## config.mk

```make
export PLATFORM = sky130hd
export DESIGN_NAME = cart_loader_top
export DESIGN_NICKNAME = d
export VERILOG_FILES = /design/src/common/download_pkg.sv /design/src/common/cart_pkg.sv /design/src/verilog/download_decode.sv /design/src/cart_detect/header_detect.sv /design/src/verilog/cheat_loader.sv /design/src/verilog/ram_clear.sv /design/src/verilog/cart_loader_top.sv
export SDC_FILE = /design/constraint.sdc
export NUM_CORES = 1
export LEC_CHECK = 0
export BUFFER_PORTS_ARGS = -buffer_cell sky130_fd_sc_hd__buf_2
export CORE_MARGIN = 2
export CORE_UTILIZATION = 50
export DETAILED_ROUTE_END_ITERATION = 10
export PLACE_DENSITY = 0.82
export SLEW_MARGIN = 20
export SYNTH_ARGS = -nofsm -noshare
export SYNTH_HDL_FRONTEND = slang
export SYNTH_SLANG_ARGS = --single-unit
```

## constraint.sdc

```tcl
create_clock -name clk_sys -period 3 [get_ports clk_sys]
set_clock_uncertainty 0.2 [all_clocks]
set_input_delay 0.3 -clock clk_sys [delete_from_list [all_inputs] [get_ports clk_sys]]
set_output_delay 0.3 -clock clk_sys [all_outputs]
set_load 0.01 [all_outputs]
```

## src/common/download_pkg.sv

```systemverilog
// Download bus definitions
// Widths of the download bus, the kinds of download it carries and
// the registered word that the decoder hands to the execute units.

`default_nettype none

package download_pkg;

	// ======================================================================
	// Bus widths
	// ======================================================================

	localparam int DL_ADDR_BITS  = 25;
	localparam int DL_DATA_BITS  = 16;
	localparam int DL_INDEX_BITS = 8;

	// Copier header in front of the ROM image, in bytes
	localparam int CART_HEADER_SKIP = 512;

	// ======================================================================
	// Download kinds
	// ======================================================================

	// Index low six bits zero is a cartridge, all index bits set a cheat file
	typedef enum logic [1:0] {
		DL_NONE  = 2'd0,
		DL_CART  = 2'd1,
		DL_CHEAT = 2'd2
	} dl_kind_t;

	// One registered bus word, 44 bits
	typedef struct packed {
		dl_kind_t                 kind;
		logic                     wr;
		logic [DL_ADDR_BITS-1:0]  addr;
		logic [DL_DATA_BITS-1:0]  data;
	} dl_word_t;

endpackage

`default_nettype wire

```

## src/common/cart_pkg.sv

```systemverilog
// Cartridge description definitions
// Header modes, ROM type codes, header byte offsets, address masks,
// work RAM fill patterns and the cheat record layout.

`default_nettype none

package cart_pkg;

	import download_pkg::*;

	// ======================================================================
	// ROM header
	// ======================================================================

	typedef enum logic [2:0] {
		HDR_AUTO    = 3'd0,
		HDR_NONE    = 3'd1,
		HDR_LOROM   = 3'd2,
		HDR_HIROM   = 3'd3,
		HDR_EXHIROM = 3'd4
	} header_mode_t;

	// Raw ROM type as the core expects it
	typedef logic [7:0] rom_type_t;

	localparam rom_type_t ROM_LO   = 8'd0;
	localparam rom_type_t ROM_HI   = 8'd1;
	localparam rom_type_t ROM_EXHI = 8'd2;

	// Size byte sits at the offset, RAM byte two bytes later
	localparam logic [DL_ADDR_BITS-1:0] HDR_OFFSET_LO   = DL_ADDR_BITS'(24'h007FD6 + CART_HEADER_SKIP);
	localparam logic [DL_ADDR_BITS-1:0] HDR_OFFSET_HI   = DL_ADDR_BITS'(24'h00FFD6 + CART_HEADER_SKIP);
	localparam logic [DL_ADDR_BITS-1:0] HDR_OFFSET_EXHI = DL_ADDR_BITS'(24'h40FFD6 + CART_HEADER_SKIP);

	localparam int MASK_BITS = 24;
	localparam logic [3:0] DEFAULT_ROM_SIZE = 4'hC;

	typedef struct packed {
		rom_type_t              rom_type;
		logic [MASK_BITS-1:0]   rom_mask;
		logic [MASK_BITS-1:0]   ram_mask;
	} cart_info_t;

	// ======================================================================
	// Work RAM fill and cheats
	// ======================================================================

	typedef enum logic [1:0] {
		FILL_9966 = 2'd0,
		FILL_00FF = 2'd1,
		FILL_55   = 2'd2,
		FILL_FF   = 2'd3
	} wram_init_t;

	localparam int FILL_ADDR_BITS = 17;

	// Values are big endian, arranged by the code generator
	typedef struct packed {
		logic [31:0] flags;
		logic [31:0] address;
		logic [31:0] compare;
		logic [31:0] replace;
	} cheat_code_t;

endpackage

`default_nettype wire

```

## src/verilog/download_decode.sv

```systemverilog
// Download bus decoder
// Registers the download bus, sorts each word by download kind and
// flags the first cycle of a cartridge download.

`default_nettype none

module download_decode import download_pkg::*; (
	input  logic                      clk_sys,
	input  logic                      reset,
	input  logic                      ioctl_download,
	input  logic                      ioctl_wr,
	input  logic [DL_INDEX_BITS-1:0]  ioctl_index,
	input  logic [DL_ADDR_BITS-1:0]   ioctl_addr,
	input  logic [DL_DATA_BITS-1:0]   ioctl_dout,
	output dl_word_t                  dl,
	output logic                      cart_start,
	output logic                      cart_active
);

	dl_kind_t                 next_kind;
	dl_kind_t                 kind_q;
	logic                     wr_q;
	logic [DL_ADDR_BITS-1:0]  addr_q;
	logic [DL_DATA_BITS-1:0]  data_q;

	// Cheat index 0xFF never matches the cartridge rule
	always_comb begin
		next_kind = DL_NONE;
		if (ioctl_download) begin
			if (ioctl_index[5:0] == 6'd0)
				next_kind = DL_CART;
			else if (&ioctl_index)
				next_kind = DL_CHEAT;
		end
	end

	always_ff @(posedge clk_sys) begin
		if (reset) begin
			kind_q     <= DL_NONE;
			wr_q       <= 1'b0;
			cart_start <= 1'b0;
		end else begin
			kind_q     <= next_kind;
			wr_q       <= ioctl_download & ioctl_wr;
			// kind_q still holds the previous kind here
			cart_start <= (next_kind == DL_CART) && (kind_q != DL_CART);
		end
	end

	always_ff @(posedge clk_sys) begin
		addr_q <= ioctl_addr;
		data_q <= ioctl_dout;
	end

	assign dl          = '{kind: kind_q, wr: wr_q, addr: addr_q, data: data_q};
	assign cart_active = (kind_q == DL_CART);

	// A cartridge download starts once, never on back to back cycles
	a_start_single: assert property (@(posedge clk_sys) disable iff (reset)
		cart_start |=> !cart_start);

endmodule

`default_nettype wire

```

## src/cart_detect/header_detect.sv

```systemverilog
// Cartridge header detection
// Picks ROM type, ROM and RAM size codes and the region out of the
// cartridge download, turns the size codes into address masks and
// selects the video standard once the download is over.

`default_nettype none

module header_detect import download_pkg::*, cart_pkg::*; (
	input  logic          clk_sys,
	input  logic          reset,
	input  dl_word_t      dl,
	input  logic          cart_active,
	input  header_mode_t  header_mode,
	input  logic [1:0]    video_region,
	output cart_info_t    cart_info,
	output logic          pal
);

	localparam logic [MASK_BITS-1:0] MASK_BASE = MASK_BITS'(1024);

	logic                     cart_wr;
	logic                     hdr_forced;
	logic [DL_ADDR_BITS-1:0]  size_offset;
	logic [DL_ADDR_BITS-1:0]  ram_offset;

	logic [3:0]               rom_size;
	logic [3:0]               ram_size;
	logic                     rom_region;
	logic                     size_upd;
	rom_type_t                rom_type;
	logic [MASK_BITS-1:0]     rom_mask;
	logic [MASK_BITS-1:0]     ram_mask;

	assign cart_wr = (dl.kind == DL_CART) && dl.wr;

	// Header location for the forced modes
	always_comb begin
		hdr_forced  = 1'b1;
		size_offset = HDR_OFFSET_LO;
		case (header_mode)
			HDR_LOROM:   size_offset = HDR_OFFSET_LO;
			HDR_HIROM:   size_offset = HDR_OFFSET_HI;
			HDR_EXHIROM: size_offset = HDR_OFFSET_EXHI;
			default:     hdr_forced  = 1'b0;
		endcase
		ram_offset = size_offset + DL_ADDR_BITS'(2);
	end

	// ======================================================================
	// Header fields
	// ======================================================================

	always_ff @(posedge clk_sys) begin
		if (reset) begin
			rom_size   <= DEFAULT_ROM_SIZE;
			ram_size   <= 4'd0;
			rom_region <= 1'b0;
			rom_type   <= ROM_LO;
			size_upd   <= 1'b0;
		end else begin
			size_upd <= cart_wr;
			if (cart_wr) begin
				if (dl.addr == '0) begin
					rom_size <= DEFAULT_ROM_SIZE;
					ram_size <= 4'd0;
					// Auto mode takes both size codes from the low byte
					if (header_mode == HDR_AUTO && dl.data[7:0] != 8'd0)
						{ram_size, rom_size} <= dl.data[7:0];
					case (header_mode)
						HDR_NONE,
						HDR_LOROM:   rom_type <= ROM_LO;
						HDR_HIROM:   rom_type <= ROM_HI;
						HDR_EXHIROM: rom_type <= ROM_EXHI;
						default:     rom_type <= dl.data[15:8];
					endcase
				end
				if (dl.addr == DL_ADDR_BITS'(2))
					rom_region <= dl.data[8];
				if (hdr_forced && dl.addr == size_offset)
					rom_size <= dl.data[11:8];
				if (hdr_forced && dl.addr == ram_offset)
					ram_size <= dl.data[3:0];
			end
		end
	end

	// ======================================================================
	// Masks and video standard
	// ======================================================================

	// Masks follow the size codes one cycle later
	always_ff @(posedge clk_sys) begin
		if (reset) begin
			rom_mask <= '0;
			ram_mask <= '0;
			pal      <= 1'b0;
		end else begin
			if (size_upd) begin
				rom_mask <= (MASK_BASE << rom_size) - MASK_BITS'(1);
				ram_mask <= (ram_size != 4'd0) ?
					(MASK_BASE << ram_size) - MASK_BITS'(1) : '0;
			end
			// Region 0 means auto, otherwise bit 0 picks PAL
			if (!cart_active)
				pal <= (video_region == 2'd0) ? rom_region : video_region[0];
		end
	end

	assign cart_info = '{rom_type: rom_type, rom_mask: rom_mask, ram_mask: ram_mask};

endmodule

`default_nettype wire

```

## src/verilog/cheat_loader.sv

```systemverilog
// Cheat code loader
// Collects the eight 16-bit words of one cheat record from a cheat
// download and strobes the finished record out.

`default_nettype none

module cheat_loader import download_pkg::*, cart_pkg::*; (
	input  logic         clk_sys,
	input  logic         reset,
	input  dl_word_t     dl,
	output cheat_code_t  cheat_code,
	output logic         cheat_valid
);

	logic cheat_wr;

	assign cheat_wr = (dl.kind == DL_CHEAT) && dl.wr;

	// Last word of the record, replace high half
	always_ff @(posedge clk_sys) begin
		if (reset)
			cheat_valid <= 1'b0;
		else
			cheat_valid <= cheat_wr && (dl.addr[3:0] == 4'd14);
	end

	// Word position comes from the low address nibble
	always_ff @(posedge clk_sys) begin
		if (cheat_wr) begin
			case (dl.addr[3:0])
				4'd0:    cheat_code.flags[15:0]    <= dl.data;
				4'd2:    cheat_code.flags[31:16]   <= dl.data;
				4'd4:    cheat_code.address[15:0]  <= dl.data;
				4'd6:    cheat_code.address[31:16] <= dl.data;
				4'd8:    cheat_code.compare[15:0]  <= dl.data;
				4'd10:   cheat_code.compare[31:16] <= dl.data;
				4'd12:   cheat_code.replace[15:0]  <= dl.data;
				4'd14:   cheat_code.replace[31:16] <= dl.data;
				default: ;
			endcase
		end
	end

	// One record strobe per eight-word record
	a_valid_pulse: assert property (@(posedge clk_sys) disable iff (reset)
		cheat_valid |=> !cheat_valid);

endmodule

`default_nettype wire

```

## src/verilog/ram_clear.sv

```systemverilog
// Work RAM clear
// Sweeps every work RAM address once after a cartridge download
// starts and writes the selected power-on fill pattern.

`default_nettype none

module ram_clear import cart_pkg::*; (
	input  logic                       clk_sys,
	input  logic                       reset,
	input  logic                       cart_start,
	input  wram_init_t                 wram_init,
	output logic                       fill_wr,
	output logic [FILL_ADDR_BITS-1:0]  fill_addr,
	output logic [7:0]                 fill_data
);

	logic                       next_wr;
	logic [FILL_ADDR_BITS-1:0]  next_addr;

	function automatic logic [7:0] fill_pattern(input wram_init_t mode,
			input logic [FILL_ADDR_BITS-1:0] addr);
		logic [7:0] value;
		case (mode)
			FILL_9966: value = (addr[8] ^ addr[2]) ? 8'h66 : 8'h99;
			FILL_00FF: value = (addr[9] ^ addr[0]) ? 8'hFF : 8'h00;
			FILL_55:   value = 8'h55;
			default:   value = 8'hFF;
		endcase
		return value;
	endfunction

	// A new start restarts the sweep at address 0
	always_comb begin
		next_wr   = fill_wr;
		next_addr = fill_addr;
		if (cart_start) begin
			next_wr   = 1'b1;
			next_addr = '0;
		end else if (fill_wr) begin
			if (&fill_addr) begin
				next_wr   = 1'b0;
				next_addr = '0;
			end else begin
				next_addr = fill_addr + FILL_ADDR_BITS'(1);
			end
		end
	end

	always_ff @(posedge clk_sys) begin
		if (reset) begin
			fill_wr   <= 1'b0;
			fill_addr <= '0;
		end else begin
			fill_wr   <= next_wr;
			fill_addr <= next_addr;
		end
	end

	// Data registered together with its address
	always_ff @(posedge clk_sys)
		fill_data <= fill_pattern(wram_init, next_addr);

	a_idle_addr: assert property (@(posedge clk_sys) disable iff (reset)
		!fill_wr |-> (fill_addr == '0));

endmodule

`default_nettype wire

```

## src/verilog/cart_loader_top.sv

```systemverilog
// Cartridge loading front end
// Decodes the download bus and feeds header detection, cheat
// assembly and the work RAM clear, which run side by side.

`default_nettype none

module cart_loader_top import download_pkg::*, cart_pkg::*; (
	input  logic                       clk_sys,
	input  logic                       reset,
	input  logic                       ioctl_download,
	input  logic [DL_INDEX_BITS-1:0]   ioctl_index,
	input  logic [DL_ADDR_BITS-1:0]    ioctl_addr,
	input  logic [DL_DATA_BITS-1:0]    ioctl_dout,
	input  logic                       ioctl_wr,
	input  header_mode_t               header_mode,
	input  logic [1:0]                 video_region,
	input  wram_init_t                 wram_init,
	output cart_info_t                 cart_info,
	output logic                       pal,
	output cheat_code_t                cheat_code,
	output logic                       cheat_valid,
	output logic                       fill_wr,
	output logic [FILL_ADDR_BITS-1:0]  fill_addr,
	output logic [7:0]                 fill_data
);

	dl_word_t  dl;
	logic      cart_start;
	logic      cart_active;

	// ======================================================================
	// Decode
	// ======================================================================

	download_decode u_decode (
		.clk_sys        (clk_sys),
		.reset          (reset),
		.ioctl_download (ioctl_download),
		.ioctl_wr       (ioctl_wr),
		.ioctl_index    (ioctl_index),
		.ioctl_addr     (ioctl_addr),
		.ioctl_dout     (ioctl_dout),
		.dl             (dl),
		.cart_start     (cart_start),
		.cart_active    (cart_active)
	);

	// ======================================================================
	// Execute units
	// ======================================================================

	header_detect u_header (
		.clk_sys      (clk_sys),
		.reset        (reset),
		.dl           (dl),
		.cart_active  (cart_active),
		.header_mode  (header_mode),
		.video_region (video_region),
		.cart_info    (cart_info),
		.pal          (pal)
	);

	cheat_loader u_cheat (
		.clk_sys     (clk_sys),
		.reset       (reset),
		.dl          (dl),
		.cheat_code  (cheat_code),
		.cheat_valid (cheat_valid)
	);

	ram_clear u_clear (
		.clk_sys    (clk_sys),
		.reset      (reset),
		.cart_start (cart_start),
		.wram_init  (wram_init),
		.fill_wr    (fill_wr),
		.fill_addr  (fill_addr),
		.fill_data  (fill_data)
	);

endmodule

`default_nettype wire

```

==> results.md, run 1 <==
- Count of unresolved DRC violations after routing: 0
- Detailed Route Iter0 Violations: 440
- Relative slew slack: 0.5690
- Die width: 134.2 µm
- Maximum number of pins on one net before global-route repair: 56
- Total number of vias: 6149
- Cells after Synth: 618
- Count of antenna diodes in the layout: 0
- Register bit count reported by yosys: 245
- H-Tree Depth: 1
- RSZ-0062 raised after global routing: no
- Placed cell count: 1078
- Final critical delay including setup and external delays: 2.658 ns
- Number of I/O port buffers: 271
- Placer congestion estimate: 0.8726
- Critical path peak fanout: 7
- Leakage component of the power: 4.528 nW
- Maximum resistive drop on vdd: 0.4410 mV
- Part of the cycle the worst path needs: 0.8860
- Area taken by multi-input logic gates: 1988 µm²
- Kind of capture point of the worst setup path: flip-flop
- Number of antenna-violating nets in the routed design: 0
- Critical Setup Path Class: reg2reg
- Number of warnings reported in the yosys synthesis log: 0
- Flip-flop cell with the highest count after synthesis: edfxtp_1
- Num rows: 47
- Dominant cells by area after synthesis: edfxtp_1 45%, dfxtp_1 28%, nor2_1 2.6%, buf_4 2.3%, a21oi_1 1.9%
- Reg clk slew, reported paths: 0.06 ns
- Critical path data arrival time: 2.87 ns
- Slew at the pin closest to its max-slew limit: 0.6430 ns
- Register-to-register setup slack: 0.34 ns
- Sequential share of power: 0.518
- Pins Over Slew Limit: 0
- Number of unique standard cell types used by synthesis: 56
- Count of endpoints failing hold in the final timing report: 0
- Leftover overflow at the end of global routing: 0
- Average detailed-routed wire length per instance: 18.00 µm
- TritonCTS buffer count: 24
- Switch Pwr: 1.357 mW
- Net total in the final layout: 1000
- R2r startpoint: u_clear.fill_addr[3]$_SDFFE_PP0P_
- Router iterations before antenna repair: 6
- Total half-perimeter wirelength after legalization and detailed placement: 13740 µm
- Number of enable-type register cells in the synthesized netlist: 128
- Mean area per synthesized cell: 13.71 µm²
- Initial Util: 0.5109
- Clock buffer depth: 3
- Outcome: finished, final reports clean
- Post-synth top area share: 0.4536
- Synth Net Count: 682
- Storage element area: 6186 µm²
- Cell depth of the worst hold path: 2
- Number of I/O pins: 272
- Setup TNS after final layout: 0 ns
- Post-DR vias/cell: 5.238
- Crit start category: flip-flop
- Y dimension of the die: 134.2 µm
- Non-filler cells, final: 1174
- Count of fill cells added during filler insertion: 1159
- Total wire length: 21130 µm
- Type of the worst min-delay path: in2reg
- Number of antenna violations at the first check in global routing: 0
- Pwr Density: 611.9 nW/µm²
- Worst Reg-to-Reg Cells: 8
- Portion of the post-synthesis area used by sequential elements: 0.7301
- Portion of total power attributed to combinational logic: 0.025
- Maxcap violations: 0
- Cell area after synthesis: 8473 µm²
- Most numerous cell types in the synthesized netlist: 128 x edfxtp_1, 117 x dfxtp_1, 58 x nor2_1
- End point of the most critical hold path: u_header.rom_region$_SDFFE_PP0P_
- Share of async-settable or async-resettable flops after synthesis: 0
- Capture instance of the worst register-to-register path: u_clear.fill_data[3]$_DFF_P_
- Clk network pwr share: 0.457
- Final count of negative-setup-slack endpoints: 0
- Sw Ratio: 0.1956
- Post-DP Area: 9972 µm²
- Yosys top cell by area: edfxtp_1
- Most numerous cell in the Yosys netlist: edfxtp_1
- Clock tree root buffer cell: clkbuf_16
- Area added between synthesis and finish: 33.83%
- Data required time at the worst endpoint: 3.22 ns
- Max Clk Rate: 376.2 MHz
- Die area: 18000 µm²
- Core Region: 16580 µm²
- TritonCTS clock tree: built
- Internal power contribution: 5.581 mW
- Number of cells upsized or downsized after cts: 0
- Via count of the first global-routing pass: 5828
- Final design area excluding fillers: 11340 µm²
- Sink count of the clock tree: 245
- Wire length of the first global-routing pass: 31990 µm
- Fraction of final layout cells sized beyond drive strength 1: 0.3627
- Min-Delay Startpoint: reset
- Overall Global Routing Usage: 0.2293
- Worst skew pair latency: 0.52 ns
how the worst max path moves through the flow:
stage / startpoint / end / cells past startpoint
6_report: u_clear.fill_addr[3]$_SDFFE_PP0P_ / u_clear.fill_data[3]$_DFF_P_ / 8
5_1_grt: u_clear.fill_addr[3]$_SDFFE_PP0P_ / u_clear.fill_data[3]$_DFF_P_ / 8
4_1_cts: u_clear.fill_addr[3]$_SDFFE_PP0P_ / u_clear.fill_data[3]$_DFF_P_ / 8
3_5_place_dp: u_clear.fill_addr[3]$_SDFFE_PP0P_ / u_clear.fill_data[3]$_DFF_P_ / 8
3_3_place_gp: u_clear.fill_addr[3]$_SDFFE_PP0P_ / u_clear.fill_data[3]$_DFF_P_ / 8
2_1_floorplan: u_decode.wr_q$_SDFF_PP0_ / u_cheat.cheat_code[112]$_DFFE_PP_ / 3
power by group through the flow:
stage	logic (mW)	clock network (mW)	registers [mW]
final	0.175	3.17	3.59
after global routing	0.190	3.37	3.60
after CTS	0.169	3.21	3.59
after detailed placement	0.120	0	3.67
after global placement	0.118	0	3.66
after floorplan	0.0522	0	3.66
area by class of cell:
type                    count  share of cell area
flip-flops and latches    245              0.5455
inverters                   9            0.002979
well taps                 220             0.02427
multi-input cells         317              0.1753
repair buffers            339              0.1772
clock buffers              27             0.05484
clock inverters            17             0.01986
state kept, by name, indices dropped and copies added (netlist names), 2 cells and up:
register,flops
u_cheat.cheat_code,128
u_decode.addr_q,25
u_clear.fill_addr,17
u_decode.data_q,16
u_header.ram_mask,15
u_header.rom_mask,15
u_header.rom_type,8
u_clear.fill_data,4
u_header.ram_size,4
u_header.rom_size,4
u_decode.kind_q,2
stage by stage:
step                        util  power, mW  hold slack, ns  setup WS [ns]
after floorplan                -      3.709          0.1277         0.5749
after global placement    0.6013      3.782          0.2018         0.5327
after detailed placement  0.6013      3.786          0.2036         0.3936
after CTS                 0.6838      6.971        0.008954         0.3685
after global routing      0.6838      7.160         0.05863         0.1632
final                     0.6838      6.939         0.02206         0.3421
cell families (layout without fill, tap and decap cells):
group / after synthesis / after routing / share of synthesized area
compound gates: 96 / 96 / 0.07767
xor+xnor: 16 / 16 / 0.01654
fa+ha+maj: 5 / 5 / 0.007088
buf+inv: 56 / 392 / 0.03824
flops: 245 / 245 / 0.7301
mux: 6 / 6 / 0.007236
simple gates: 194 / 194 / 0.1232
routing by layer:
layer,track usage,wire (µm),vias to the layer above
met4,0.08596,688,0
met1,0.2865,8097,2905
li1,-,-,2916
met3,0.04082,1513,48
met2,0.3997,10830,280
met5,0,0,-
timing repair:
item,4_1_cts,5_1_grt
setup buffers,0,0
hold buffers,52,0
hold endpoints to repair,51,0
layout by cell type (no fill, tap or decap), types with 6 or more instances in the layout:
master / Yosys / layout
nor2b_1: 6 / 6
or4_1: 6 / 6
nor4_1: 6 / 6
clkbuf_16: 0 / 24
buf_4: 26 / 15
nand3b_1: 8 / 8
nor2_2: 0 / 6
nand3_1: 8 / 8
buf_2: 1 / 271
nor3_1: 28 / 26
a211oi_1: 13 / 13
nand2b_1: 16 / 16
nand4_1: 13 / 13
inv_1: 9 / 9
o21ai_0: 12 / 12
nand2_1: 20 / 20
a21oi_1: 33 / 33
a311oi_1: 6 / 6
edfxtp_1: 128 / 128
nor2_1: 58 / 52
dlygate4sd3_1: 0 / 52
or3_1: 7 / 7
xnor2_1: 8 / 8
dfxtp_1: 117 / 117
xor2_1: 8 / 8
critical path, stage by stage (launching register included):
cell and delay, ns:
dfxtp_1 0.43, and4_1 0.28, nand4_1 0.27, nor3_1 0.31
ha_1 0.23, a21oi_1 0.12, and4_1 0.22, or2_2 0.30
o31ai_1 0.20
Note: power is estimated with default switching activity, not from simulation.
==> run 2: changes to the inputs <==
PLACE_DENSITY = 0.8   (was 0.82)
==> run 2 against run 1 <==
  * Clock power is 9.8% lower
  * Non-clock buffer count is 2 lower
  * Total power is 4.6% lower
  * Final cell count hardly changed
  * First-iteration DRC count is 25% higher
  * Utilization is 0.66 points lower
==> results.md, run 2 (synthesis results as in run 1) <==
- Die width: 134.2 µm
- Cells along the critical path: and4_1 > nand4_1 > nor3_1 > ha_1 > a21oi_1 > and4_1 > or2_2 > o31ai_1
- # Post-CTS Setup Buffers: 0
- Wire length of the first global-routing pass: 31280 µm
- Kind of capture point of the worst setup path: flip-flop
- Slew at the pin closest to its max-slew limit: 0.7199 ns
- Leftover overflow at the end of global routing: 0
- Post-DR vias/cell: 5.158
- Area added between synthesis and finish: 32.55%
- Data required time at the worst endpoint: 3.22 ns
- Clock buffer depth: 3
- Register-to-register setup slack: 0.42 ns
- Count of unresolved DRC violations after routing: 0
- Placer congestion estimate: 0.7789
- Num rows: 47
- Capture instance of the worst register-to-register path: u_clear.fill_data[3]$_DFF_P_
- Pins Over Slew Limit: 0
- Critical Setup Path Class: reg2reg
- Reg clk slew, reported paths: 0.06 ns
- Relative slew slack: 0.5195
- Maxcap violations: 0
- Sink count of the clock tree: 245
- Count of endpoints failing hold in the final timing report: 0
- Y dimension of the die: 134.2 µm
- Maximum resistive drop on vdd: 0.4615 mV
- Net total in the final layout: 998
- Critical path data arrival time: 2.81 ns
- Maximum number of pins on one net before global-route repair: 56
- Delay-heaviest family, CP: simple AND/OR/NAND/NOR gates
- Crit start category: flip-flop
- Total half-perimeter wirelength after legalization and detailed placement: 13330 µm
- Router iterations before antenna repair: 8
- Max Clk Rate: 387.0 MHz
- Leakage component of the power: 4.478 nW
- Number of I/O port buffers: 271
- RSZ-0062 raised after global routing: no
- Detailed Route Iter0 Violations: 549
- Min-Delay Startpoint: reset
- Final critical delay including setup and external delays: 2.584 ns
- Setup TNS after final layout: 0 ns
- Number of antenna-violating nets in the routed design: 0
- Type of the worst min-delay path: in2reg
- Average detailed-routed wire length per instance: 17.81 µm
- TritonCTS buffer count: 24
- Worst skew pair latency: 0.51 ns
- Buffers plus inverters on the worst setup path: 0
- Total power consumption of the routed design: 6.622 mW
- H-Tree Depth: 1
- Total number of vias: 6050
- Die area: 18000 µm²
- Worst slack at placement: 0.4311 ns
- TritonCTS clock tree: built
- Number of antenna violations at the first check in global routing: 1
- Core Region: 16580 µm²
- Worst path most repeated cell: and4_1
- Delay of the slowest cell on the worst path: 0.44 ns
- Part of the cycle the worst path needs: 0.8613
- Critical path peak fanout: 7
- Number of I/O pins: 272
- Final count of negative-setup-slack endpoints: 0
- Fraction of final layout cells sized beyond drive strength 1: 0.3603
- Worst Reg-to-Reg Cells: 8
- Initial Util: 0.5109
- Count of fill cells added during filler insertion: 1186
- Top library cells by usage in the layout, fill and taps aside: 271 x buf_2, 128 x edfxtp_1, 117 x dfxtp_1
- Worst-path cell with the longest stage delay: dfxtp_1
- Worst path depth: 8
- R2r startpoint: u_clear.fill_addr[3]$_SDFFE_PP0P_
- Commonest non-fill, non-tap cell in the layout: buf_2
- Via count of the first global-routing pass: 5683
- End point of the most critical hold path: u_header.rom_region$_SDFFE_PP0P_
- Setup slack after layout: 0.4160 ns
- Cell depth of the worst hold path: 2
- Overall Global Routing Usage: 0.2253
- Outcome: finished, final reports clean
- Pwr Density: 589.6 nW/µm²
- Total wire length: 20890 µm
- Clock tree root buffer cell: clkbuf_16
- Number of flip-flops under the largest register name: 128
-- run 2: final cells by class --
type                       count  area (µm²)  share of cell area
clock inverter                13       95.09            0.008467
antenna                        1       2.502           0.0002228
sequential                   245        6186              0.5508
timing repair buffer         337        1992              0.1774
tap                          220       275.3             0.02451
inverter                       9       33.78            0.003008
clock buffer                  31       658.1             0.05860
multi-input combinational    317        1988              0.1770
-- run 2: routing by layer --
layer  GRT usage  routed length (µm)  vias up
li1            -                   -     2902
met1      0.2806                8219     2849
met2      0.4008               10790      253
met3     0.03779                1342       46
met4     0.07368                 542        0
met5           0                   0        -
-- run 2: how the worst max path moves through the flow --
stage,from,end
after global routing,u_clear.fill_addr[3]$_SDFFE_PP0P_,u_clear.fill_data[3]$_DFF_P_
after floorplan,u_decode.wr_q$_SDFF_PP0_,u_cheat.cheat_code[112]$_DFFE_PP_
after global placement,u_clear.fill_addr[3]$_SDFFE_PP0P_,u_clear.fill_data[3]$_DFF_P_
after CTS,u_clear.fill_addr[3]$_SDFFE_PP0P_,u_clear.fill_data[3]$_DFF_P_
final,u_clear.fill_addr[3]$_SDFFE_PP0P_,u_clear.fill_data[3]$_DFF_P_
after detailed placement,u_clear.fill_addr[3]$_SDFFE_PP0P_,u_clear.fill_data[3]$_DFF_P_
-- run 2: worst register-to-register path, stage by stage (launching register included) --
cell and delay, ns:
dfxtp_1 0.44, and4_1 0.29, nand4_1 0.26, nor3_1 0.27, ha_1 0.22, a21oi_1 0.13, and4_1 0.23, or2_2 0.30
o31ai_1 0.17
-- run 2: metrics by stage --
step,area (µm²),hold WS (ns),util,instances
4_1_cts,11230,0.008831,0.6771,1172
3_5_place_dp,9965,0.2036,0.6009,1077
3_3_place_gp,9965,0.2019,0.6009,1077
2_1_floorplan,8473,0.1277,-,618
6_report,11230,0.02416,0.6772,1173
5_1_grt,11230,0.03895,0.6772,1173
-- run 2: power by group --
part / internal (mW) / switching [mW]
registers: 3.55 / 0.0436
logic: 0.0941 / 0.0746
clock network: 1.64 / 1.22
total: 5.29 / 1.34
-- run 2: repair_timing --
| action | CTS | global route |
|---|---|---|
| endpoints found under the hold margin | 50 | 0 |
| resized for setup | 0 | 0 |
| hold buffers | 51 | 0 |
==> run 3: changes to the inputs <==
BUFFER_PORTS_ARGS = -buffer_cell sky130_fd_sc_hd__buf_4   (was -buffer_cell sky130_fd_sc_hd__buf_2)
==> run 3 against run 2 <==
  * Sequential cell count stayed put
  * Global-route usage is 0.59 points higher
  * Sequential share of layout area decreased by 3.1 points
  * Clock power barely moved
==> results.md, run 3 (synthesis results as in run 1) <==
- Overall Global Routing Usage: 0.2312
- Outcome: finished, final reports clean
- Net total in the final layout: 997
- Placer congestion estimate: 0.7955
- Total number of vias: 6085
- Count of antenna diodes in the layout: 0
- Setup slack after layout: 0.1905 ns
- Number of antenna violations at the first check in global routing: 0
- Source of the critical timing path: u_clear.fill_addr[3]$_SDFFE_PP0P_
- Worst slack at placement: 0.4263 ns
- Commonest non-fill, non-tap cell in the layout: buf_4
- Critical path peak fanout: 7
- Maximum number of pins on one net before global-route repair: 56
- Type of the worst min-delay path: in2reg
- Post-DR vias/cell: 5.201
- Setup TNS after final layout: 0 ns
- Sw Ratio: 0.2004
- Critical Setup Path Class: reg2reg
- R2r startpoint: u_clear.fill_addr[3]$_SDFFE_PP0P_
- Core Region: 16580 µm²
- Switch Pwr: 1.339 mW
- TritonCTS clock tree: built
- Via count of the first global-routing pass: 5723
- Number of I/O pins: 272
- Kind of capture point of the worst setup path: flip-flop
- Number of antenna-violating nets in the routed design: 0
- Total wire length: 21490 µm
- Die area: 18000 µm²
- Number of cells upsized or downsized after cts: 0
- Count of unresolved DRC violations after routing: 0
- Initial Util: 0.5109
- Slew at the pin closest to its max-slew limit: 0.7198 ns
- Pins Over Slew Limit: 0
- Clk network pwr share: 0.433
- Area added between synthesis and finish: 40.55%
- Critical path data arrival time: 3.00 ns
- Part of the cycle the worst path needs: 0.9365
- Wire length of the first global-routing pass: 32120 µm
- Router iterations before antenna repair: 6
- Detailed Route Iter0 Violations: 418
- Total half-perimeter wirelength after legalization and detailed placement: 13640 µm
- Top library cells by usage in the layout, fill and taps aside: 284 x buf_4, 128 x edfxtp_1, 117 x dfxtp_1
- TritonCTS buffer count: 23
- Clock tree root buffer cell: clkbuf_16
- Average detailed-routed wire length per instance: 18.36 µm
- Register-to-register setup slack: 0.19 ns
- Number of I/O port buffers: 271
- Worst Reg-to-Reg Cells: 9
- Sequential share of power: 0.539
- H-Tree Depth: 1
- Leakage component of the power: 4.625 nW
- Fraction of final layout cells sized beyond drive strength 1: 0.3568
- Y dimension of the die: 134.2 µm
- Reg clk slew, reported paths: 0.06 ns
- Critical path capture point: u_clear.fill_data[5]$_DFF_P_
- Count of endpoints failing hold in the final timing report: 0
- Data required time at the worst endpoint: 3.19 ns
- Relative slew slack: 0.5196
- Max Clk Rate: 355.9 MHz
- Portion of total power attributed to combinational logic: 0.028
- Maxcap violations: 0
- Number of flip-flops under the largest register name: 128
- Final critical delay including setup and external delays: 2.810 ns
- RSZ-0062 raised after global routing: no
- Sink count of the clock tree: 245
- Final count of negative-setup-slack endpoints: 0
- Leftover overflow at the end of global routing: 0
- Crit start category: flip-flop
- Capture instance of the worst register-to-register path: u_clear.fill_data[5]$_DFF_P_
- Clock buffer depth: 3
- Internal power contribution: 5.343 mW
- Die width: 134.2 µm
- Worst skew pair latency: 0.51 ns
- Maximum resistive drop on vdd: 0.5223 mV
- Num rows: 47
- Pwr Density: 561.1 nW/µm²
==> run 3: area by class of cell <==
type                    count  area, µm²
repair buffers            337       2673
flip-flops and latches    245       6186
fillers                  1114       4674
clock buffers              25      583.1
multi-input cells         317       1988
well taps                 220      275.3
inverters                   9      33.78
clock inverters            17      170.2
==> run 3: how the worst min path moves through the flow <==
stage	start	endpoint	slack, ns	cells past startpoint
global route	header_mode[1]	u_header.rom_type[0]$_SDFFE_PP0P_	0.03	3
floorplan	ioctl_addr[0]	u_decode.addr_q[0]$_DFF_P_	0.13	0
finish	header_mode[1]	u_header.rom_type[0]$_SDFFE_PP0P_	0.02	3
global placement	ioctl_dout[1]	u_decode.data_q[1]$_DFF_P_	0.20	1
CTS	header_mode[1]	u_header.rom_type[0]$_SDFFE_PP0P_	0.006	3
detailed placement	ioctl_addr[11]	u_decode.addr_q[11]$_DFF_P_	0.21	1
==> run 3: power groups by stage <==
stage	Sequential, mW	Combinational, mW	Clock [mW]
CTS	3.60	0.185	2.93
global placement	3.67	0.129	0
global route	3.61	0.202	3.08
floorplan	3.66	0.0522	0
detailed placement	3.67	0.132	0
finish	3.60	0.189	2.89
==> run 3: worst max-delay path: stages (launching register included) <==
cell and delay (ns):
dfxtp_1 0.44, and4_1 0.29, nand4_1 0.18, nor3_1 0.23
ha_1 0.21, a21oi_1 0.13, and4_1 0.23, nor2_1 0.13
o31ai_1 0.08, dlygate4sd3_1 0.57
==> run 3: what timing repair did <==
item / CTS / global route
endpoints found under the setup margin: 0 / 1
hold buffers: 52 / 0
buffers inserted: 0 / 2
endpoints found under the hold margin: 50 / 0
==> run 3: routing by layer <==
| layer | vias to the layer above | GRT usage | share of wire |
|---|---|---|---|
| met3 | 29 | 0.04686 | 0.072 |
| met5 | - | 0 | 0 |
| met1 | 2879 | 0.2854 | 0.39 |
| met2 | 277 | 0.4164 | 0.52 |
| met4 | 0 | 0.05848 | 0.016 |
| li1 | 2900 | - | - |
==> run 3: stage by stage <==
step	std cells	util	power (mW)	hold slack [ns]	cell area, µm²
2_1_floorplan	618	-	3.709	0.1277	8473
3_3_place_gp	1074	0.6404	3.802	0.2046	10620
3_5_place_dp	1074	0.6404	3.807	0.2056	10620
4_1_cts	1168	0.7172	6.713	0.006071	11890
5_1_grt	1170	0.7181	6.887	0.02821	11910
6_report	1170	0.7181	6.682	0.02331	11910
